<file path="config.mk">
export PLATFORM = sky130hd
export DESIGN_NAME = sa_controller
export DESIGN_NICKNAME = d
export VERILOG_FILES = /design/src/sa_pkg.sv /design/src/sa_controller.sv
export SDC_FILE = /design/constraint.sdc
export NUM_CORES = 1
export LEC_CHECK = 0
export ABC_AREA = 0
export BUFFER_PORTS_ARGS = -buffer_cell sky130_fd_sc_hd__buf_2
export CORE_ASPECT_RATIO = 0.7
export CORE_MARGIN = 4
export CORE_UTILIZATION = 30
export DETAILED_ROUTE_END_ITERATION = 8
export PLACE_DENSITY = 0.75
export SLEW_MARGIN = 5
export SYNTH_ARGS = -nofsm -noshare
export SYNTH_HDL_FRONTEND = slang
export SYNTH_SLANG_ARGS = --single-unit
</file>
<file path="constraint.sdc">
create_clock -name clk -period 1.3 [get_ports clk]
set_clock_uncertainty 0.15 [all_clocks]
set_input_delay 0 -clock clk [delete_from_list [all_inputs] [get_ports clk]]
set_output_delay 0 -clock clk [all_outputs]
set_load 0.02 [all_outputs]
</file>
<file path="src/sa_pkg.sv">
package sa_pkg;

    // --------------------------------------------------
    // array and bank sizes
    // --------------------------------------------------
    localparam int NUM_ROW         = 4;
    localparam int NUM_COL         = 4;
    localparam int DATA_WIDTH      = 8;                  // unsigned operands
    localparam int ACC_WIDTH       = 32;
    localparam int BANK_DEPTH      = 16;
    localparam int ADDR_WIDTH      = 4;
    localparam int ROW_ADDR_WIDTH  = 2;
    localparam int LEN_WIDTH       = 5;                  // K from 1 to 16

    // bank read, max skew, array crossing, mac register
    localparam int DRAIN_CYCLES    = 1 + (NUM_COL - 1) + (NUM_ROW - 1) + 1;
    localparam int DRAIN_CNT_WIDTH = $clog2(DRAIN_CYCLES);

    // --------------------------------------------------
    // data types
    // --------------------------------------------------
    typedef logic [DATA_WIDTH-1:0] data_t;
    typedef logic [ACC_WIDTH-1:0]  acc_t;
    typedef data_t [NUM_COL-1:0]   operand_vec_t;        // top or left edge vector
    typedef acc_t  [NUM_COL-1:0]   acc_row_t;            // element c is column c

    typedef struct packed {
        logic  valid;
        data_t data;
    } lane_t;                                            // one skewed edge lane

    typedef enum logic [1:0] {
        OP_LOAD,
        OP_COMPUTE,
        OP_READ
    } opcode_e;

    typedef enum logic [2:0] {
        ST_IDLE,
        ST_LOAD,
        ST_STREAM,
        ST_DRAIN,
        ST_FLUSH,
        ST_READ,
        ST_ACK
    } ctrl_state_e;

    typedef struct packed {
        opcode_e                 opcode;
        logic [ADDR_WIDTH-1:0]   addr;                   // load address or result row
        logic [LEN_WIDTH-1:0]    len;                    // K for compute
        operand_vec_t            top_vec;
        operand_vec_t            left_vec;
    } host_req_t;

endpackage

</file>
<file path="src/sa_controller.sv">
module sa_controller (
    input  logic                                  clk,
    input  logic                                  rst_n,
    input  logic                                  i_req,
    input  sa_pkg::host_req_t                     i_cmd,
    output logic                                  o_ack,
    output logic                                  o_wr_en,
    output logic                                  o_rd_en,
    output logic [sa_pkg::ADDR_WIDTH-1:0]         o_rd_addr,
    output logic                                  o_clear,
    output logic                                  o_flush,
    output logic                                  o_res_wr_en,
    output logic [sa_pkg::ROW_ADDR_WIDTH-1:0]     o_res_wr_row,
    output logic [sa_pkg::ROW_ADDR_WIDTH-1:0]     o_res_rd_row
);
    import sa_pkg::*;

    ctrl_state_e                 state;
    ctrl_state_e                 state_nxt;
    logic [ADDR_WIDTH-1:0]       stream_addr;
    logic [DRAIN_CNT_WIDTH-1:0]  drain_cnt;
    logic [ROW_ADDR_WIDTH-1:0]   flush_row;
    logic                        stream_last;
    logic                        drain_last;

    assign stream_last = ({1'b0, stream_addr} == i_cmd.len - 1'b1);
    assign drain_last  = (drain_cnt == DRAIN_CNT_WIDTH'(DRAIN_CYCLES - 1));

    // --------------------------------------------------
    // command FSM
    // --------------------------------------------------
    always_comb
    begin
        state_nxt = state;
        case (state)
            ST_IDLE:
            begin
                if (i_req)
                begin
                    case (i_cmd.opcode)
                        OP_LOAD:    state_nxt = ST_LOAD;
                        OP_COMPUTE: state_nxt = ST_STREAM;
                        OP_READ:    state_nxt = ST_READ;
                        default:    state_nxt = ST_ACK;   // unknown opcode, just ack
                    endcase
                end
            end
            ST_LOAD:   state_nxt = ST_ACK;
            ST_STREAM: state_nxt = stream_last ? ST_DRAIN : ST_STREAM;
            ST_DRAIN:  state_nxt = drain_last ? ST_FLUSH : ST_DRAIN;
            ST_FLUSH:  state_nxt = (flush_row == '0) ? ST_ACK : ST_FLUSH;
            ST_READ:   state_nxt = ST_ACK;
            ST_ACK:    state_nxt = i_req ? ST_ACK : ST_IDLE;   // wait for req to drop
            default:   state_nxt = ST_IDLE;
        endcase
    end

    always_ff @(posedge clk or negedge rst_n)
    begin
        if (!rst_n)
        begin
            state       <= ST_IDLE;
            stream_addr <= '0;
            drain_cnt   <= '0;
            flush_row   <= '0;
        end
        else
        begin
            state       <= state_nxt;
            stream_addr <= (state == ST_STREAM) ? stream_addr + 1'b1 : '0;
            drain_cnt   <= (state == ST_DRAIN) ? drain_cnt + 1'b1 : '0;
            flush_row   <= (state == ST_FLUSH) ? flush_row - 1'b1
                                               : ROW_ADDR_WIDTH'(NUM_ROW - 1);
        end
    end

    // --------------------------------------------------
    // outputs
    // --------------------------------------------------
    assign o_ack        = (state == ST_ACK);
    assign o_wr_en      = (state == ST_LOAD);
    assign o_rd_en      = (state == ST_STREAM);
    assign o_rd_addr    = stream_addr;
    assign o_clear      = (state == ST_STREAM) && (stream_addr == '0);  // first stream cycle
    assign o_flush      = (state == ST_FLUSH);
    assign o_res_wr_en  = (state == ST_FLUSH);
    assign o_res_wr_row = flush_row;                                    // row 3 down to 0
    assign o_res_rd_row = i_cmd.addr[ROW_ADDR_WIDTH-1:0];

endmodule

</file>
=== Word-level counts from Yosys, hierarchy flattened ===
Cells that the tools add are included.

* $add $sub $neg: 4
* $mul: 0
* Divide/modulo/power cells: 0
* Magnitude comparators: 0
* Equality and inequality tests: 11
* Shifts and indexed selects: 0
* Muxes and demuxes: 10
* Bitwise logic cells: 0
* Reductions and logical operators: 6

{| class="wikitable"
|+ Operator list
! operator !! number
|-
| case mux 3 bit (6 select lines) || 1
|-
| equality test 3 bit, second input constant || 4
|-
| two-way mux 3 bit || 4
|-
| case mux 3 bit (3 select lines) || 1
|-
| equality test 3 x 2 -> 1 bit, second input constant || 2
|-
| equality test 4 x 5 -> 1 bit || 1
|-
| subtractor 5 x 1 -> 5 bit, second input constant || 1
|-
| adder 4 x 1 -> 4 bit, second input constant || 1
|-
| zero test 2 bit || 2
|-
| zero test 4 bit || 1
|-
| two-way mux 2 bit || 2
|-
| two-way mux 4 bit || 1
|-
| adder 3 x 1 -> 3 bit, second input constant || 1
|-
| equality test 3 x 1 -> 1 bit, second input constant || 1
|-
| zero test 3 bit || 1
|-
| equality test 2 x 1 -> 1 bit, second input constant || 1
|-
| equality test 2 bit, second input constant || 1
|-
| inequality test 2 bit, second input constant || 1
|-
| OR reduction 2 bit || 1
|-
| subtractor 2 x 1 -> 2 bit, second input constant || 1
|-
| logical AND 1 bit || 1
|-
| two-way mux 1 bit || 1
|}

* Register bits after elaboration: 12
* Latch bits: 0
* RAM bits: 0
* ROM bits: 0
* Input bits: 78
* Logic and storage cells: 35
* Memories: 0

=== Logic depth before layout (Yosys ltp) ===
* Word-level depth: 4
* Mapped depth: 6

=== Worst setup path after synthesis ===
No wires, ideal clock.

* Path type: reg-to-output
* Start point: register state[0]
* End point: output port o_clear
* Arrival time: 1.274 ns
* Path slack: -0.124 ns
* Cell stages (with the launch flop): 4
* Buffers on the path: 0
* Cell sequence: dfrtp_1 -> nand2b_1 -> or2_4 -> nor4b_2

* Word-level cells in the longest chain between the ends: 2

{| class="wikitable"
|+ RTL lines
! element !! RTL line !! source
|-
| start, declared || sa_controller.sv:18 || <nowiki>ctrl_state_e state;</nowiki>
|-
| start signal, assigned || sa_controller.sv:69 || <nowiki>state <= state_nxt;</nowiki>
|-
| equality test 3 x 2 -> 1 bit || sa_controller.sv:84 || <nowiki>assign o_clear = (state == ST_STREAM) && (stream_addr == '0);</nowiki>
|-
| logical AND 1 bit || sa_controller.sv:84 ||
|-
| end, declared || sa_controller.sv:10 || <nowiki>output logic o_clear,</nowiki>
|}

No other way between the ends.

=== Worst setup path after layout ===
* Start point: register state[0]
* End point: output port o_flush

* Word-level cells in the longest chain between the ends: 1

{| class="wikitable"
|+ RTL lines
! element !! RTL line !! source
|-
| equality test 3 bit || sa_controller.sv:85 || <nowiki>assign o_flush = (state == ST_FLUSH);</nowiki>
|-
| end, declared || sa_controller.sv:11 || <nowiki>output logic o_flush,</nowiki>
|}

No other way between the ends.

==> impl_results.md <==
* Worst r2r src: state[0]
* Post-synthesis simple-gate area fraction at 25.7%
* Fmax at around 640 MHz
* Worst reg2reg path endpoint: o_res_wr_row[0]
* Most Frequent Cell on Critical Path: buf_6
* Max Cap Viol at 0
* Via count at approximately 740
* Least-Margin Pin Slew at 0.292 ns
* Synth Flop Type: dfrtp_1
* DRC viols at 0
* CP max FO at 4
* Pre-CTS setup slack at -0.117 ns
* Critical path type: reg2out
* Internal Power at 0.00164 W
* Register area share after synthesis at between 30% and 40%
* RD Place Congestion at slightly above 0.8
* Seq. cell area at ~300 um^2
* Clock root buffer: clkbuf_8
* Post-synthesis mux area share at 0%
* Post-synth ARST share at 100%
* Clock Path Buffers at 2
* Worst path arrival time at 1.41 ns
* Die height at about 51 um
* First DRT Iteration DRCs at 19
* Top-area cell type share of the netlist area at 38.0%
* Clock tree sinks at 12
* P&R area growth vs syn at 69.7%
* Fill count at around 220
* VDD IR max at around 520 uV
* Top Metal Used: met4
* Largest family of logic cells by synthesized area: simple AND/OR/NAND/NOR gates
* Bufs and invs on worst path at 4
* Yosys cell types at 30
* Crit path launch type: flip-flop
* Placed inst area at 1010 um^2
* Synth area leader: dfrtp_1
* CP cell instances: buf_4 > buf_6 > buf_8 > nor3b_4 > buf_6
* Ys Warns at 0
* Share of cells above drive strength 1 at between 50% and 60%
* Post-DP HPWL at between 1500 and 2000 um
* Reg-to-reg slack, setup at -0.18 ns
* Switching pwr at 0.00110 W
* Final hold slack at 0.0198 ns
* Cell area after layout at 1340 um^2
* Largest net degree at the start of global routing at 13
* Synthesized area at about 800 um^2
* Global-route usage over all layers at ~14%
* Worst Hold Class: in2async
* Die Wd at ~69 um
* Post-Synthesis Cells at 83
* Most area-consuming cells after synthesis: dfrtp_1 38%, ha_1 9.5%, xor2_1 5.5%
* Sequential Power Share at a little over a fifth
* DRT Wirelength at between 2000 and 2500 um
* Routed length on met1 at about 960 um
* WL met3 at around 150 um
* Logic gate share of total power at between 60% and 70%
* Final setup viols at 15
* Top-count cell post-synth: dfrtp_1
* First-pass GRT wire length at ~3700 um
* Final nets at about 210
* Top Ports at around 90
* Commonest cells post-synth: 12 x dfrtp_1, 9 x inv_1, 6 x ha_1
* Setup ws final at -0.262 ns
* Status: finished with violations
* Area of the multi-input gates at roughly 550 um^2
* Synth Area in Adders at around a tenth
* PD cells at about 2000 nW/um^2
* Slew margin rel. at ~80%
* Syn_area_per_cell at around 9.5 um^2
* Worst-skew pair later-pin latency at 0.25 ns
* CTS tree: built
* Post-synthesis net count at 167
* DR pass1 iterations at 4
* Floorplan row count at 15
* Area share of xor/xnor cells in the synthesized design at under 10%
* RSZ-0062 raised after global routing: true
* Post-DRT Antenna Nets at 0
* Sw frac at around two fifths
* Worst Setup End Kind: primary output
* Tot Pwr at between 0.002 and 0.003 W
* Flops & latches, synth at 12
* Min cycle time layout at ~1.6 ns
* Slowest CP cell: dfrtp_1
* I/O Buffers at 21
* Worst Path Required at between 1 and 1.5 ns
* Failing checks: setup timing
* Num CTS Buffers at 3
* Clock share of power at between 10% and 20%
* Post-synth EDFFs at 0
* Setup TNS at -1.98 ns
* Top delay family on crit path: buffers and inverters
* Initial Utilization at 31.9%
* Vias in the first global route at 789
* Diodes inserted at 0
* Initial antenna violation count at 0
* Area fraction in compound gates after synthesis at between 8 and 9%
* Critical Path Max Stage Delay at ~0.38 ns
* Reg2Reg Depth at 6
* Grt ovf at 0
* Die area at approximately 3500 um^2
* Final Hold Vio Count at 0
* Core area at around 2500 um^2
* Depth of the CTS H-tree at 1
* WL met2 at between 1000 and 1500 um
* Final slew viol count at 0
* Routed WL per cell at around 14 um
* Final worst-path cycle share at 120%
* Leak at 0.633 nW
* Routed vias/inst at 4.66
* Clk slew on worst S/H paths at about 0.06 ns
==> flip-flops by register name, summed over array words and instances (netlist names) <==
register / flops
state: 3
o_rd_addr: 4
drain_cnt: 3
o_res_wr_row: 2
==> power by group through the flow <==
stage / clock [W] / sequential, W / combinational, W
2_1_floorplan: 0 / 0.000624 / 0.000722
3_3_place_gp: 0 / 0.000569 / 0.00114
3_5_place_dp: 0 / 0.000582 / 0.00119
4_1_cts: 0.000428 / 0.000585 / 0.00154
5_1_grt: 0.000447 / 0.000608 / 0.00184
6_report: 0.000417 / 0.000593 / 0.00173
==> cells in the final DEF (no fill, tap or decap), types with 3 or more instances in the layout <==
cell type,count
ha_1,4
nor3_1,3
buf_2,15
a21oi_1,3
buf_6,7
buf_4,14
inv_1,8
dfrtp_1,10
nand2_1,3
xor2_1,5
dlygate4sd3_1,6
clkbuf_8,4
==> how the worst max path moves through the flow <==
stage	cells after the start	end	start
after global placement	6	state[1]	drain_cnt[0]
after detailed placement	6	state[1]	drain_cnt[0]
after CTS	4	o_clear	state[0]
after global routing	4	o_clear	state[0]
final	5	o_flush	state[0]
after floorplan	3	o_ack	state[1]
==> worst reg2reg max path, stage by stage (launching register included) <==
cell,delay (ns)
dfrtp_1,0.38
buf_4,0.14
buf_6,0.12
buf_8,0.13
nor3b_4,0.24
buf_4,0.17
nand2_2,0.05
==> kinds of logic after synthesis <==
group / after synthesis
buffers and inverters: 17
adder cells (fa/ha/maj): 6
AO/OA/AOI/OAI: 11
AND/OR/NAND/NOR: 30
flip-flops: 12
XOR/XNOR: 7
==> layout make-up <==
type,count,share of cell area (%)
Inverter,10,3.17
Multi-Input combinational cell,54,40.9
Timing Repair Buffer,44,26.1
Clock buffer,4,4.11
Sequential cell,12,22.6
Tap cell,34,3.17
==> through the flow <==
step	util (%)	cells
floorplan	-	83
global placement	40.9	142
detailed placement	40.9	142
CTS	51.3	157
global route	54.1	158
finish	54.1	158
==> layer usage <==
layer,track usage [%],vias up
met5,0,-
met4,7.14,0
met3,6.29,6
met2,22.8,25
met1,15.0,342
li1,-,363
==> timing repair <==
item	CTS	global route
hold buffers	6	0
pin swaps	10	7
setup endpoints to repair	10	17
endpoints found under the hold margin	17	0
resized for setup	25	14
buffers inserted	5	2
No activity file was read; power rests on OpenSTA's default activity.
