`config.mk`:
```
export PLATFORM = sky130hd
export DESIGN_NAME = result_bank
export DESIGN_NICKNAME = d
export VERILOG_FILES = /design/src/sa_pkg.sv /design/src/result_bank.sv
export SDC_FILE = /design/constraint.sdc
export NUM_CORES = 1
export LEC_CHECK = 0
export CAP_MARGIN = 10
export CORE_UTILIZATION = 62
export DETAILED_ROUTE_END_ITERATION = 16
export DONT_BUFFER_PORTS = 1
export PLACE_DENSITY = 0.78
export SYNTH_ARGS = -nofsm -noshare
export SYNTH_HDL_FRONTEND = slang
export SYNTH_SLANG_ARGS = --single-unit
```
`constraint.sdc`:
```
create_clock -name clk -period 1.3 [get_ports clk]
set_input_delay 0.26 -clock clk [delete_from_list [all_inputs] [get_ports clk]]
set_output_delay 0.26 -clock clk [all_outputs]
set_load 0.1 [all_outputs]
```
`src/sa_pkg.sv`:
```
package sa_pkg;

    // --------------------------------------------------
    // array and bank sizes
    // --------------------------------------------------
    localparam int NUM_ROW         = 4;
    localparam int NUM_COL         = 4;
    localparam int DATA_WIDTH      = 8;                  // unsigned operands
    localparam int ACC_WIDTH       = 32;
    localparam int BANK_DEPTH      = 16;
    localparam int ADDR_WIDTH      = 4;
    localparam int ROW_ADDR_WIDTH  = 2;
    localparam int LEN_WIDTH       = 5;                  // K from 1 to 16

    // bank read, max skew, array crossing, mac register
    localparam int DRAIN_CYCLES    = 1 + (NUM_COL - 1) + (NUM_ROW - 1) + 1;
    localparam int DRAIN_CNT_WIDTH = $clog2(DRAIN_CYCLES);

    // --------------------------------------------------
    // data types
    // --------------------------------------------------
    typedef logic [DATA_WIDTH-1:0] data_t;
    typedef logic [ACC_WIDTH-1:0]  acc_t;
    typedef data_t [NUM_COL-1:0]   operand_vec_t;        // top or left edge vector
    typedef acc_t  [NUM_COL-1:0]   acc_row_t;            // element c is column c

    typedef struct packed {
        logic  valid;
        data_t data;
    } lane_t;                                            // one skewed edge lane

    typedef enum logic [1:0] {
        OP_LOAD,
        OP_COMPUTE,
        OP_READ
    } opcode_e;

    typedef enum logic [2:0] {
        ST_IDLE,
        ST_LOAD,
        ST_STREAM,
        ST_DRAIN,
        ST_FLUSH,
        ST_READ,
        ST_ACK
    } ctrl_state_e;

    typedef struct packed {
        opcode_e                 opcode;
        logic [ADDR_WIDTH-1:0]   addr;                   // load address or result row
        logic [LEN_WIDTH-1:0]    len;                    // K for compute
        operand_vec_t            top_vec;
        operand_vec_t            left_vec;
    } host_req_t;

endpackage

```
`src/result_bank.sv`:
```
module result_bank (
    input  logic                                  clk,
    input  logic                                  rst_n,
    input  logic                                  i_wr_en,
    input  logic [sa_pkg::ROW_ADDR_WIDTH-1:0]     i_wr_row,
    input  sa_pkg::acc_row_t                      i_wr_data,
    input  logic [sa_pkg::ROW_ADDR_WIDTH-1:0]     i_rd_row,
    output sa_pkg::acc_row_t                      o_rd_data
);
    import sa_pkg::*;

    acc_row_t rows [NUM_ROW];

    always_ff @(posedge clk)
    begin
        if (i_wr_en)
        begin
            rows[i_wr_row] <= i_wr_data;         // filled by the flush
        end
    end

    always_ff @(posedge clk or negedge rst_n)
    begin
        if (!rst_n)
        begin
            o_rd_data <= '0;
        end
        else
        begin
            o_rd_data <= rows[i_rd_row];         // registered host read
        end
    end

endmodule

```
; After elaboration in Yosys (flattened, before gate mapping)
; Memories as Yosys holds them, arrays and structs flattened. A register that Yosys moved wholly into a read port is not among the register bits.
; Index checks and enable logic that the tools add are counted.
[classes]
mux = 2
reduce_logical = 1
[ops]
columns = operator, count
row1 = $mux W1, 2
row2 = $logic_not A1 Y1, 1
[word_totals]
regBits = 0
ram_bits = 512
input_bits = 135
word_cells = 4
mem_count = 1
[memory_table]
columns = memory, depth, width, rd, rd_clocked_by_memory_dff, wr, line_no
row1 = rows, 4, 128, 1, 1, 1, result_bank.sv:12  ; acc_row_t rows [NUM_ROW];

; Longest topological paths before layout
; Gate-level depths: netlist of the first run.
[logic_depth]
ltp_word = 2
mapped_depth = 3

; Worst setup path after synthesis of the first run
; Ideal clock, no wire load.
[synth_timing]
path_type = input to register
from = input i_wr_row[1] (netlist bit)
to = memory rows[0][0] (netlist bit), enable pin
setup_ns = 0.801
t_arrival_ns = 9.561
t_required_ns = 0.499
setup_slack_ns = -9.061
stages = 1
path_buffers = 0
cell_sequence = nor3b_1
[synth_lines]
columns = item, line_no
row1 = start: declaration, result_bank.sv:5  ; input logic [sa_pkg::ROW_ADDR_WIDTH-1:0] i_wr_row,
row2 = end: declaration, result_bank.sv:12
; No word-level cell before the write port.

; Worst setup path in the final report of the first run
[layout_timing]
from = register o_rd_data[39] (netlist bit), read port of rows
to = output o_rd_data[39] (netlist bit)
[layout_lines]
columns = item, line_no
row1 = start: declaration, result_bank.sv:8  ; output sa_pkg::acc_row_t o_rd_data
; No word-level cell between the ends.

==> results.md, run 1 <==
* Worst-Skew Late Latency at 600 ps
* Post-route cell area at 28300 sq um
* Die Y at 190 microns
* Largest net degree at the start of global routing at 129
* Post-Place Setup Slack at 48.6 ps
* Crit-path max cell delay at 460 ps
* Initial antenna violation count at 6
* Routed wire length at 49600 microns
* Count leader, synth: edfxtp_1
* RSZ-0062 raised after global routing: true
* Seq/Total Area, Yosys at 0.852
* Post-Syn Nets at 935
* Area contributors post-synth: edfxtp_1, dfrtp_1, mux4_2
* Final Slew Violations at 0
* Post-Synthesis Cells at 800
* # clock sinks at 640
* Post-route minimum period at 1540 ps
* Initial Utilization at 0.631
* Crit path max-delay cell type: dfrtp_1
* Pre-antenna DRT Iters at 5
* Hold Path Class: primary input to async pin
* Row count at 68
* Cell accounting for the most synthesized area: edfxtp_1
* Synth top area share at 0.705
* Post-synthesis compound-gate area fraction at 0
* Leakage at 0.00992 uW
* Worst-path clk slew at 70 ps
* Synth Area in XOR/XNOR at 0
* Longest Clk Path Bufs at 3
* Global-route wire length before repair at 71200 microns
* Yosys reg bits at 640
* Top Ports at 263
* Post-CTS Repair Setup Buffers at 0
* # fillers at 1496
* Status: finished with violations
* Overall Global Routing Usage at 0.280
* Vias in the first global route at 10889
* Most instantiated cells after synthesis: edfxtp_1, dfrtp_1, mux4_2
* Via count at 9885
* Ys flop type: edfxtp_1
* Post-synth ARST share at 0.200
* Buf/Inv on CP at 1
* Die X at 190 microns
* Critical Path AT at 1280 ps
* Slew HR at 0.807
* Fin crit share at 1.19
* Max VDD drop at 1.53 mV
* Setup TNS at -17760 ps
* Area delta synth->final at 29.8%
* Top cell family by delay on the critical path: flip-flops
* Cell Chain, Critical Path: buf_12
* Average wire per standard cell at 30.2 microns
* Fin Clk Skew at 26.9 ps
* Initial DRC Count at 816
* Pwr Density at 1690 nW/um^2
* Core Area at 34500 sq um
* DRC violations left at 0
* Multiplexer share of the synthesized area at 0.132
* GRT overflow at 0
* DRT antenna net count at 0
* # H-tree levels at 2
* EDFF count, synth at 512
* Failing checks: hold timing, setup timing
* Final WS setup at -244 ps
* Layout cells sized above 1 at 0.335
* Max FO, Critical Path at 1
* CTS tree: done
* RePlAce Congestion at 0.753
* Vias per cell at 6.02
* Worst Max-Slew Pin Slew at 289 ps
* Final hold vios at 250
* CP required at 1040 ps
* Die area at 35900 sq um
* CTS Buf Count at 59
* Crit path kind: register to output pin
* Cts hold-fix bufs at 129
* Final cell utilization of the core at 0.820
* Crit. End Element: output pin
* WHS at -632 ps
* Final setup viols at 128
* DP Area at 23800 sq um
* Max cap viols at 0
* Startpoint Class: register
* Nets@finish at 1268
* Clock tree root buffer cell: clkbuf_16
* Area share of fa/ha/maj cells after synthesis at 0
* Synthesized area at 21800 sq um
* Netlist cell types at 10
* Number of I/O port buffers at 0
* Fmax at 0.648 GHz
* Yosys warns at 0
* Simple-gate share of the synthesized area at 0.00143
* Combinational family with the most area after synthesis: multiplexers
* Avg Inst Size Synth at 27.3 sq um
* Post-DP HPWL at 25300 microns
==> state kept, by name (all words and copies together) (netlist names) <==
signal     flops
o_rd_data    128
rows         512
==> repair_timing <==
action / in CTS / in global routing
setup endpoints to repair: 128 / 128
gates resized for setup: 282 / 34
pin swaps: 0 / 0
endpoints found under the hold margin: 770 / 256
==> report_power, final <==
part / switching [uW] / total [uW] / internal, uW
combinational: 3850 / 6110 / 2260
sequential: 647 / 24100 / 23400
clock: 7410 / 17700 / 10300
total: 11900 / 47900 / 36000
==> path summary, 6_finish.rpt <==
kind / start / endpoint / slack, ps / depth (start not counted)
min in group clk: i_rd_row[1] / o_rd_data[101] / -140 / 1
max in group asynchronous: rst_n / o_rd_data[116] / 1660 / 0
worst min-delay path: rst_n / o_rd_data[21] / -630 / 0
worst min register to register: rows[3][1] / o_rd_data[1] / 560 / 1
worst max register to register: rows[3][29] / o_rd_data[29] / 170 / 1
worst max-delay path: o_rd_data[39] / o_rd_data[39] / -240 / 1
==> metal layers <==
layer / global-route usage / wire (microns) / vias up
met4: 0.0890 / 1350 / 2
met1: 0.349 / 17400 / 5309
met5: 0 / 13 / -
li1: - / - / 4019
met2: 0.485 / 27200 / 468
met3: 0.0719 / 3640 / 87
==> layout by cell type (no fill, tap or decap) <==
master / Yosys / routed
edfxtp_1: 512 / 512
dlygate4sd3_1: 0 / 129
mux4_2: 128 / 128
dfrtp_1: 128 / 124
buf_12: 10 / 98
clkbuf_16: 0 / 59
buf_8: 0 / 57
buf_4: 0 / 16
clkbuf_1: 1 / 13
clkinv_2: 0 / 9
bufinv_16: 0 / 8
clkinv_1: 0 / 8
diode_2: 0 / 6
clkbuf_8: 0 / 6
clkinvlp_4: 0 / 5
dfrtp_2: 0 / 4
and3b_4: 0 / 2
and3_4: 0 / 1
nor3b_4: 0 / 1
inv_6: 0 / 1
clkinv_4: 0 / 1
==> metrics by stage <==
step                      power (uW)  cells
after floorplan                28000    800
after global routing           49000   1640
after global placement         28900   1398
after detailed placement       29000   1398
final                          47900   1643
after CTS                      47700   1637
==> kinds of logic after synthesis <==
logic type,count (synthesis)
buffers and inverters,28
flip-flops,640
multiplexers,128
AND/OR/NAND/NOR,4
==> area by class of cell <==
type                            count  area (sq um)  area share
Multi-Input combinational cell    132          2940       0.104
Tap cell                          455           569      0.0201
Antenna cell                        6          15.0    0.000530
Timing Repair Buffer              300          4230       0.149
Clock buffer                       78          1610      0.0568
Clock inverter                     32           370      0.0131
Sequential cell                   640         18600       0.656
(Power assumes the default switching activity.)
==> run 2, diff against run 1 <==
CORE_ASPECT_RATIO = 0.8   (was not set)
REMOVE_ABC_BUFFERS = 1   (was not set)
clock period = 1.49 ns   (was 1.3 ns; I/O delays follow)
==> run 2 against run 1 <==
Compared with the run above: the flow still finishes with violations (hold timing, setup timing); clock skew down 12 ps; flip-flop and latch count stayed put; die area hardly changed; critical path depth unchanged; non-clock buffer count fell by 17; critical path type unchanged.
==> results.md, run 2 (same netlist as run 1, synthesis figures left out) <==
* Routed wire length at 47200 microns
* Final WS setup at -29.5 ps
* Post-DP HPWL at 24700 microns
* RSZ-0062 raised after global routing: true
* Startpoint Class: register
* # H-tree levels at 2
* Max FO, Critical Path at 1
* CTS Buf Count at 56
* Fmax at 0.658 GHz
* Die area at 35900 sq um
* Worst Max-Slew Pin Slew at 615 ps
* Die X at 212 microns
* Final setup viols at 15
* Worst-Skew Late Latency at 580 ps
* Area delta synth->final at 27.2%
* DRC violations left at 0
* Row count at 61
* Cts hold-fix bufs at 128
* R2R cell count at 1
* Final hold vios at 139
* Largest net degree at the start of global routing at 129
* Buf/Inv on CP at 1
* Nets@finish at 1248
* Top cell family by delay on the critical path: flip-flops
* CP endpoint: o_rd_data[20]
* Clock tree root buffer cell: clkbuf_16
* Fin Clk Skew at 15.2 ps
* Crit. End Element: output pin
* Initial antenna violation count at 6
* Post-route minimum period at 1520 ps
* Top Ports at 263
* Average wire per standard cell at 28.8 microns
* Commonest cells after routing, fill and taps aside: edfxtp_1, mux4_2, dlygate4sd3_1
* Layout cells sized above 1 at 0.329
* Area occupied by multi-input gates at 2930 sq um
* Max VDD drop at 1.27 mV
* WHS at -594 ps
* Setup TNS at -168 ps
* RePlAce Congestion at 0.777
* Vias per cell at 5.95
* Final cell utilization of the core at 0.801
* Failing checks: hold timing, setup timing
* Max cap viols at 0
* Longest Clk Path Bufs at 3
* Number of I/O port buffers at 0
* R2R setup slack at 380 ps
* Overall Global Routing Usage at 0.267
* Vias in the first global route at 10486
* Via count at 9737
* Leakage at 0.00966 uW
* Crit path kind: register to output pin
* Post-Place Setup Slack at 143 ps
* Critical path origin: o_rd_data[20]
* Worst-path clk slew at 70 ps
* Reg-to-reg critical path endpoint: o_rd_data[65]
* Initial Utilization at 0.629
* Die Y at 170 microns
* Pre-antenna DRT Iters at 5
* Initial DRC Count at 807
* Status: finished with violations
* Fin crit share at 1.02
* Largest regs: rows x512, o_rd_data x128
* Pwr Total at 40900 uW
* Final Slew Violations at 0
* GRT overflow at 0
* CP required at 1190 ps
* Crit-path max cell delay at 450 ps
* Slew HR at 0.590
* Pwr Density at 1470 nW/um^2
* DRT antenna net count at 0
* Most common cell after layout, fill and taps aside: edfxtp_1
* Critical R2R Launch: rows[3][65]
* Stages on the worst setup path at 1
* # fillers at 1616
* Max reg flops at 512
* Global-route wire length before repair at 67900 microns
* Most flops, register: rows
* Storage element area at 18600 sq um
* Cell Chain, Critical Path: buf_12
* Critical Path AT at 1220 ps
* Hold Path Class: primary input to async pin
* # clock sinks at 640
* CTS tree: done
* Crit path max-delay cell type: dfrtp_2
* Core Area at 34700 sq um
[run 2: cell types whose count changed in the layout (fill, tap and decap cells not counted), sizes merged]
| cell | change |
|---|---|
| buf | -16 |
| bufinv | -1 |
| clkbuf | -4 |
| clkinv | +2 |
| clkinvlp | -2 |
| dlygate4sd3 | -1 |
| inv | -1 |
[run 2: worst min-delay path by stage]
stage / endpoint / slack (ps) / start / depth (start not counted)
after floorplan: o_rd_data[0] / 2 / rst_n / 0
after global placement: o_rd_data[63] / 7 / rst_n / 0
after detailed placement: o_rd_data[63] / 6 / rst_n / 0
after CTS: o_rd_data[64] / -610 / rst_n / 0
after global routing: o_rd_data[64] / -630 / rst_n / 0
final: o_rd_data[64] / -590 / rst_n / 0
[run 2: report_power, final]
group	internal [uW]	total (uW)	switching [uW]
clock	8490	14800	6330
combinational	1800	5110	3320
sequential	20400	20900	522
[run 2: per-stage QoR]
stage / area, sq um / cells / hold slack [ps]
2_1_floorplan: 21500 / 772 / 2.41
6_report: 27700 / 1637 / -594
3_5_place_dp: 23500 / 1399 / 6.21
4_1_cts: 27400 / 1631 / -612
5_1_grt: 27700 / 1633 / -625
3_3_place_gp: 23500 / 1399 / 7.18
[run 2: area by class of cell]
class                   count  share of cell area
flip-flops and latches    640               0.670
clock inverters            30              0.0121
diodes                      6            0.000541
clock buffers              74              0.0555
repair buffers            283               0.135
multi-input cells         132               0.106
well taps                 472              0.0213
[run 2: metal layers]
| metal | track usage | share of wire | routed length [microns] | vias up |
|---|---|---|---|---|
| li1 | - | - | - | 3986 |
| met1 | 0.353 | 0.38 | 17900 | 5225 |
| met2 | 0.448 | 0.52 | 24600 | 447 |
| met3 | 0.0722 | 0.077 | 3640 | 77 |
| met4 | 0.0709 | 0.022 | 1020 | 2 |
| met5 | 0 | 0.00021 | 10 | - |
[run 2: what timing repair did]
action                                  CTS  global route
buffers inserted                          0             0
resized for setup                       202            72
endpoints found under the setup margin  127            77
endpoints found under the hold margin   764           169
pin swaps                                 0             0
