<file path="src/sa_pkg.sv">
package sa_pkg;

    // --------------------------------------------------
    // array and bank sizes
    // --------------------------------------------------
    localparam int NUM_ROW         = 4;
    localparam int NUM_COL         = 4;
    localparam int DATA_WIDTH      = 8;                  // unsigned operands
    localparam int ACC_WIDTH       = 32;
    localparam int BANK_DEPTH      = 16;
    localparam int ADDR_WIDTH      = 4;
    localparam int ROW_ADDR_WIDTH  = 2;
    localparam int LEN_WIDTH       = 5;                  // K from 1 to 16

    // bank read, max skew, array crossing, mac register
    localparam int DRAIN_CYCLES    = 1 + (NUM_COL - 1) + (NUM_ROW - 1) + 1;
    localparam int DRAIN_CNT_WIDTH = $clog2(DRAIN_CYCLES);

    // --------------------------------------------------
    // data types
    // --------------------------------------------------
    typedef logic [DATA_WIDTH-1:0] data_t;
    typedef logic [ACC_WIDTH-1:0]  acc_t;
    typedef data_t [NUM_COL-1:0]   operand_vec_t;        // top or left edge vector
    typedef acc_t  [NUM_COL-1:0]   acc_row_t;            // element c is column c

    typedef struct packed {
        logic  valid;
        data_t data;
    } lane_t;                                            // one skewed edge lane

    typedef enum logic [1:0] {
        OP_LOAD,
        OP_COMPUTE,
        OP_READ
    } opcode_e;

    typedef enum logic [2:0] {
        ST_IDLE,
        ST_LOAD,
        ST_STREAM,
        ST_DRAIN,
        ST_FLUSH,
        ST_READ,
        ST_ACK
    } ctrl_state_e;

    typedef struct packed {
        opcode_e                 opcode;
        logic [ADDR_WIDTH-1:0]   addr;                   // load address or result row
        logic [LEN_WIDTH-1:0]    len;                    // K for compute
        operand_vec_t            top_vec;
        operand_vec_t            left_vec;
    } host_req_t;

endpackage

</file>
<file path="src/pe_array.sv">
module pe_array (
    input  logic                                  clk,
    input  logic                                  rst_n,
    input  logic                                  i_clear,
    input  logic                                  i_flush,
    input  sa_pkg::lane_t [sa_pkg::NUM_COL-1:0]   i_top_lanes,
    input  sa_pkg::lane_t [sa_pkg::NUM_ROW-1:0]   i_left_lanes,
    output sa_pkg::acc_row_t                      o_bottom_row
);
    import sa_pkg::*;

    lane_t h_lane  [NUM_ROW][NUM_COL+1];   // left to right, column 0 is the edge
    lane_t v_lane  [NUM_ROW+1][NUM_COL];   // top to bottom, row 0 is the edge
    acc_t  acc_col [NUM_ROW+1][NUM_COL];   // flush chain, row 0 feeds zeros

    genvar gr;
    genvar gc;

    // --------------------------------------------------
    // edge wiring
    // --------------------------------------------------
    for (gr = 0; gr < NUM_ROW; gr++)
    begin : g_left_edge
        assign h_lane[gr][0] = i_left_lanes[gr];
    end

    for (gc = 0; gc < NUM_COL; gc++)
    begin : g_top_edge
        assign v_lane[0][gc]            = i_top_lanes[gc];
        assign acc_col[0][gc]           = '0;
        assign o_bottom_row[gc]         = acc_col[NUM_ROW][gc];   // one row per flush cycle
    end

    // --------------------------------------------------
    // PE grid
    // --------------------------------------------------
    for (gr = 0; gr < NUM_ROW; gr++)
    begin : g_row
        for (gc = 0; gc < NUM_COL; gc++)
        begin : g_col
            sa_pe sa_pe_inst (
                .clk      (clk),
                .rst_n    (rst_n),
                .i_clear  (i_clear),
                .i_flush  (i_flush),
                .i_left   (h_lane[gr][gc]),
                .i_top    (v_lane[gr][gc]),
                .i_acc_in (acc_col[gr][gc]),
                .o_right  (h_lane[gr][gc+1]),
                .o_down   (v_lane[gr+1][gc]),
                .o_acc    (acc_col[gr+1][gc])
            );
        end
    end

endmodule

</file>
<file path="src/sa_pe.sv">
module sa_pe (
    input  logic           clk,
    input  logic           rst_n,
    input  logic           i_clear,
    input  logic           i_flush,
    input  sa_pkg::lane_t  i_left,
    input  sa_pkg::lane_t  i_top,
    input  sa_pkg::acc_t   i_acc_in,
    output sa_pkg::lane_t  o_right,
    output sa_pkg::lane_t  o_down,
    output sa_pkg::acc_t   o_acc
);
    import sa_pkg::*;

    acc_t product;

    assign product = acc_t'(i_left.data) * acc_t'(i_top.data);   // zero extended

    // operands move one PE per cycle
    always_ff @(posedge clk or negedge rst_n)
    begin
        if (!rst_n)
        begin
            o_right <= '0;
            o_down  <= '0;
        end
        else
        begin
            o_right <= i_left;
            o_down  <= i_top;
        end
    end

    always_ff @(posedge clk or negedge rst_n)
    begin
        if (!rst_n)
        begin
            o_acc <= '0;
        end
        else if (i_flush)
        begin
            o_acc <= i_acc_in;                   // shift column downward
        end
        else if (i_clear)
        begin
            o_acc <= '0;
        end
        else if (i_left.valid && i_top.valid)
        begin
            o_acc <= o_acc + product;            // wraps at 32 bits
        end
    end

endmodule

</file>
<file path="config.mk">
export PLATFORM = sky130hd
export DESIGN_NAME = pe_array
export DESIGN_NICKNAME = d
export VERILOG_FILES = /design/src/sa_pkg.sv /design/src/pe_array.sv /design/src/sa_pe.sv
export SDC_FILE = /design/constraint.sdc
export NUM_CORES = 2
export LEC_CHECK = 0
export BUFFER_PORTS_ARGS = -buffer_cell sky130_fd_sc_hd__buf_2
export CAP_MARGIN = 20
export CORE_UTILIZATION = 54
export DETAILED_ROUTE_END_ITERATION = 8
export HOLD_SLACK_MARGIN = 0.15
export PLACE_DENSITY = 0.78
export SYNTH_ARGS = -nofsm -noshare
export SYNTH_HDL_FRONTEND = slang
export SYNTH_SLANG_ARGS = --single-unit
export TNS_END_PERCENT = 10
</file>
<file path="constraint.sdc">
create_clock -name clk -period 7.8 [get_ports clk]
set_input_delay 1.95 -clock clk [delete_from_list [all_inputs] [get_ports clk]]
set_output_delay 1.95 -clock clk [all_outputs]
set_load 0.02 [all_outputs]
</file>
# After elaboration in Yosys (flattened, before gate mapping)
# Cells that the tools add are included.
dict set report totals {
  inputBits 76
  elab_cells 176
  register_bits 728
  output_inout_bits 128
}
dict set report classes {
  reduce_logical 32
  mul 16
  n_mux 48
  add_sub_neg 16
}
# op n
set ops {}
lappend ops {{$mux W32} 48}
lappend ops {{$add A32 B16 Y32} 16}
lappend ops {{$mul A8 B8 Y16} 16}
lappend ops {{$reduce_bool A3 Y1} 16}
lappend ops {{$logic_and A1 B1 Y1} 16}

# Longest topological paths before layout
dict set report depth {
  word_depth 5
  ltp_mapped 20
  ltp_nobuf 19
}

# Modules after synthesis
# A second synthesis with hierarchy kept.
dict set report unflattened {
  cells_unflattened 8711
  hier_area_um2 79444.9
}
# module cells_per_inst area_per_inst_um2 n_inst
set modules_own_cells {}
lappend modules_own_cells {{sa_pe at g_row[0].g_col[0].sa_pe_inst ...} 564 5151.2 5}
lappend modules_own_cells {{sa_pe at g_row[2].g_col[3].sa_pe_inst ...} 540 4890.9 5}
lappend modules_own_cells {{sa_pe at g_row[1].g_col[3].sa_pe_inst ...} 526 4853.4 3}
lappend modules_own_cells {{sa_pe at g_row[2].g_col[2].sa_pe_inst} 548 4929.7 1}
lappend modules_own_cells {{sa_pe at g_row[0].g_col[1].sa_pe_inst} 538 4906.0 1}
lappend modules_own_cells {{sa_pe at g_row[1].g_col[2].sa_pe_inst} 526 4834.6 1}
lappend modules_own_cells {pe_array 1 3.8 1}

# Worst setup path before layout
# Ideal clock, no wire load.
dict set report synth_path {
  path_type {input port to flip-flop}
  start {input port i_top_lanes[0] (netlist bit)}
  end {register g_row[0].g_col[0].sa_pe_inst.o_acc[15]}
  setup_ns 0.122
  arrival_ns 6.078
  path_stages 17
  setup_slack_ns 1.600
  cell_sequence {clkbuf_1 -> nand2_1 -> fa_1 -> inv_1 -> fa_1 -> inv_1 -> fa_1 -> fa_1 -> inv_1 -> ha_1 -> o21ai_1 -> a21boi_1 -> o311a_1 -> o31a_1 -> o21a_1 -> or3_1 -> a32o_1}
}
dict set report synth_via {
  elab_chain_len 5
}
# element line
set synth_lines {}
lappend synth_lines {{start: declaration} pe_array.sv:6} ;# input sa_pkg::lane_t [sa_pkg::NUM_COL-1:0] i_top_lanes,
lappend synth_lines {{$mul A8 B8 Y16} sa_pe.sv:17} ;# assign product = acc_t'(i_left.data) * acc_t'(i_top.data);
lappend synth_lines {{$add A32 B16 Y32} sa_pe.sv:50} ;# o_acc <= o_acc + product;
lappend synth_lines {{$mux W32} sa_pe.sv:48} ;# else if (i_left.valid && i_top.valid)
lappend synth_lines {{$mux W32} sa_pe.sv:44} ;# else if (i_clear)
lappend synth_lines {{$mux W32} sa_pe.sv:40} ;# else if (i_flush)
lappend synth_lines {{end signal: assignment} sa_pe.sv:42} ;# o_acc <= i_acc_in;
lappend synth_lines {{end signal: assignment} sa_pe.sv:50}
lappend synth_lines {{end: declaration} sa_pe.sv:11} ;# output sa_pkg::acc_t o_acc
# Every way passes these cells. The select of a mux whose other input is x is not followed.
# A chain may end at the register's enable or synchronous reset.

# Worst setup path after layout
dict set report layout_path {
  start {input port i_top_lanes[11] (netlist bit)}
  end {register g_row[0].g_col[1].sa_pe_inst.o_acc[25]}
}
dict set report layout_via {
  elab_chain_len 5
}
# element line
set layout_lines {}
lappend layout_lines {{$mul A8 B8 Y16} sa_pe.sv:17}
lappend layout_lines {{$add A32 B16 Y32} sa_pe.sv:50}
lappend layout_lines {{$mux W32} sa_pe.sv:48}
lappend layout_lines {{$mux W32} sa_pe.sv:44}
lappend layout_lines {{$mux W32} sa_pe.sv:40}
lappend layout_lines {{end signal: assignment} sa_pe.sv:42}
lappend layout_lines {{end signal: assignment} sa_pe.sv:50}
lappend layout_lines {{end: declaration} sa_pe.sv:11}
# Every way passes these cells. The select of a mux whose other input is x is not followed.

==> results.sh <==
export IMPL_startpoint="i_top_lanes[11]"
export IMPL_die_area_um2=138000
export IMPL_port_buffers=203
export IMPL_yosysWarnings=0
export IMPL_dr_first_iter_drc_count=5297
export IMPL_final_hold_violation_count=0
export IMPL_hold_path_startpoint="g_row[1].g_col[3].sa_pe_inst.o_down[8]"
export IMPL_p_int_mw=12.2
export IMPL_r2r_start="g_row[2].g_col[0].sa_pe_inst.o_right[7]"
export IMPL_multiInputGateArea_um2=47700
export IMPL_path_max_fanout=9
export IMPL_post_cts_buffers=0
export IMPL_end_kind="flip-flop"
export IMPL_yosysUniqueCellTypes=99
export IMPL_vias_per_cell=5.72
export IMPL_clkSlewWorstSetupHoldPaths_ps=60
export IMPL_cp_data_arrival_time_ps=6560
export IMPL_htree_levels=3
export IMPL_grt_setup_unrepaired="no"
export IMPL_ctsHoldBuffers=0
export IMPL_vias=57747
export IMPL_cts_resized_gates=0
export IMPL_area_growth_pct=6.43
export IMPL_nets=9777
export IMPL_max_slew_margin_rel=0.283
export IMPL_grt_usage=0.291
export IMPL_clk_path_buf_depth=3
export IMPL_grt_max_degree=151
export IMPL_p_clk_frac=0.185
export IMPL_grt_pass1_wl_um=318000
export IMPL_start_kind="input pin"
export IMPL_synth_seq_area_share=0.247
export IMPL_tightest_slew_ps=1070
export IMPL_crit_type="in -> reg"
export IMPL_critical_path_required_ps=8350
export IMPL_grt_antenna_before_repair=10
export IMPL_max_cap_violations=0
export IMPL_netlist_area_um2=73700
export IMPL_cts_made_buffers=84
export IMPL_pwr_share_seq=0.210
export IMPL_cts_tree="built"
export IMPL_clock_latency_ps=710
export IMPL_peakVddDrop_mv=0.230
export IMPL_power_density_nw_per_um2=288
export IMPL_grt_overflow=0
export IMPL_ioPinCount=204
export IMPL_dpl_cell_count=9940
export IMPL_synth_edff_count=0
export IMPL_wirelength_um=198000
export IMPL_period_share=0.771
export IMPL_drive_gt1_frac=0.0537
export IMPL_finalClockSkew_ps=37.6
export IMPL_clockRootBuffer="clkbuf_16"
export IMPL_setup_tns_ps=0
export IMPL_switching_power_mw=10.3
export IMPL_status="finished clean"
export IMPL_grt_pass1_vias=58320
export IMPL_drv_slew=0
export IMPL_stdcell_count=10095
export IMPL_nFillCells=11643
export IMPL_fmax_ghz=0.166
export IMPL_hold_path_class="reg -> reg"
export IMPL_wl_per_cell_um=19.6
export IMPL_synth_ff_type="dfrtp_1"
export IMPL_min_path_cells=0
export IMPL_die_y_um=371
export IMPL_avgSynthCellArea_um2=8.93
export IMPL_synth_net_count=9784
export IMPL_yosys_register_bits=728
export IMPL_drc=0
export IMPL_antenna_left=0
export IMPL_numClockSinks=728
export IMPL_sw_frac_of_total=0.459
export IMPL_regArea_um2=18200
export IMPL_die_w_um=371
export IMPL_synth_cells=8252
export IMPL_placementRows=135
export IMPL_dr_pass1_iters=6
export IMPL_async_flop_share=1.00
export IMPL_place_hpwl_um=155000
export IMPL_p_leak_nw=39.7
export IMPL_coreArea_um2=135000
export IMPL_initial_core_util=0.544
export IMPL_r2r_cells=17
export IMPL_gp_congestion=0.944
export IMPL_setup_viol=0
export IMPL_layout_min_cycle_time_ps=6010
export IMPL_combPwrFrac=0.606
[layer usage]
| metal | track usage | part of all wire | vias up | routed length [um] |
|---|---|---|---|---|
| met5 | 0 | 0.00037 | - | 74 |
| met4 | 0.102 | 0.037 | 12 | 7230 |
| met3 | 0.0521 | 0.090 | 380 | 17700 |
| met2 | 0.441 | 0.44 | 2418 | 87300 |
| met1 | 0.418 | 0.43 | 28725 | 85200 |
| li1 | - | - | 26212 | - |
[final cells by class]
type | instances | share of cell area
Inverter | 1609 | 0.0770
Tap cell | 1781 | 0.0284
Timing Repair Buffer | 235 | 0.0174
Multi-Input combinational cell | 5587 | 0.608
Antenna cell | 5 | 0.000160
Sequential cell | 728 | 0.232
Clock inverter | 36 | 0.00589
Clock buffer | 114 | 0.0304
[registers in the layout, indices dropped and copies added, names as in the netlist]
register and cells:
g_row.g_col.sa_pe_inst.o_down 108, g_row.g_col.sa_pe_inst.o_right 108, g_row.g_col.sa_pe_inst.o_acc 512
[kinds of logic (layout without fill, tap and decap cells)]
kind of cell | Yosys count | in the layout | share of synthesized area
buffers and inverters | 1937 | 1994 | 0.105
muxes | 18 | 18 | 0.00245
other | 0 | 5 | 0
DFF | 728 | 728 | 0.247
AOI/OAI and AO/OA | 1383 | 1383 | 0.120
xor gates and xnor gates | 318 | 318 | 0.0378
adders and majority gates | 1456 | 1456 | 0.329
and+or+nand+nor | 2412 | 2412 | 0.158
[cell usage in the layout, fill, tap and decap left out, types with 37 or more instances in the layout]
master | synthesis | final
a211oi_1 | 37 | 37
a21o_1 | 68 | 68
a21oi_1 | 380 | 380
a22o_1 | 47 | 47
a31oi_1 | 54 | 54
and2_1 | 586 | 586
and3_1 | 58 | 58
buf_2 | 9 | 201
clkbuf_16 | 0 | 85
dfrtp_1 | 728 | 728
fa_1 | 800 | 800
ha_1 | 656 | 656
inv_1 | 1608 | 1608
nand2_1 | 1052 | 1052
nand3_1 | 114 | 114
nand4_1 | 40 | 40
nor2_1 | 292 | 291
nor3_1 | 81 | 81
o21ai_0 | 403 | 403
o31ai_1 | 44 | 44
xnor2_1 | 166 | 166
xor2_1 | 152 | 152
[worst paths after layout]
| check | slack (ps) | to |
|---|---|---|
| worst max-delay path | 1790 | g_row[0].g_col[1].sa_pe_inst.o_acc[25] |
| worst min-delay path | 400 | g_row[2].g_col[3].sa_pe_inst.o_down[8] |
| worst max register to register | 2180 | g_row[2].g_col[1].sa_pe_inst.o_acc[27] |
| worst min register to register | 400 | g_row[2].g_col[3].sa_pe_inst.o_down[8] |
| max in group asynchronous | 5040 | g_row[3].g_col[3].sa_pe_inst.o_acc[12] |
| min in group asynchronous | 1300 | g_row[2].g_col[0].sa_pe_inst.o_down[0] |
[worst max-delay path, cell delays in order]
cell and delay, ps:
buf_2 160, nand2_1 100, fa_1 550, inv_1 60, fa_1 510, fa_1 490, inv_1 50, fa_1 470
inv_1 40, ha_1 310, or2_2 280, a21oi_1 360, a21oi_1 210, a2111oi_4 660, nor3_1 130, xnor2_1 170
nor2_1 60
[stage by stage]
stage                     total power [mW]  setup slack (ps)  instance area, um^2  hold WS [ps]   util
final                                 22.5              1790                78400           397  0.579
after global routing                  24.6              1560                78400           424  0.579
after CTS                             22.4              1890                78400           401  0.579
after detailed placement              18.1              1170                75500           389  0.558
after global placement                17.6              1240                75500           378  0.558
after floorplan                       15.0              1600                73700           352      -
[power groups by stage]
stage | combinational [mW] | sequential (mW) | clock (mW)
after floorplan | 10.6 | 4.40 | 0
after global placement | 12.9 | 4.75 | 0
after detailed placement | 13.3 | 4.76 | 0
after CTS | 13.5 | 4.69 | 4.22
after global routing | 15.5 | 4.74 | 4.36
final | 13.7 | 4.72 | 4.17
[synthesized netlist by cell type, drive strengths merged (15+ instances only)]
cell    count  share of area
xor2      152          0.018
or4        16         0.0016
mux2i      18         0.0024
o31ai      51         0.0059
fa        800           0.22
a21oi     384          0.026
o21bai     25         0.0025
ha        656           0.11
or3        36         0.0031
a22oi      23         0.0023
nand2    1052          0.054
o22ai      27         0.0024
nand4      41         0.0036
a22o       47         0.0056
a21boi     15         0.0016
nor3       81         0.0055
o211ai     34         0.0035
o21ai     435          0.030
nand2b     32         0.0027
clkbuf    185         0.0094
a211oi     43         0.0048
nor2      292          0.015
and3       58         0.0049
nand3     114         0.0077
buf       143          0.014
and2      586          0.050
a32oi      17         0.0020
xnor2     166          0.020
nor2b      25         0.0021
dfrtp     728           0.25
a21o       68         0.0069
a31oi      59         0.0054
inv      1608          0.082
o21a       31         0.0032
No activity file was read; power rests on OpenSTA's default activity.
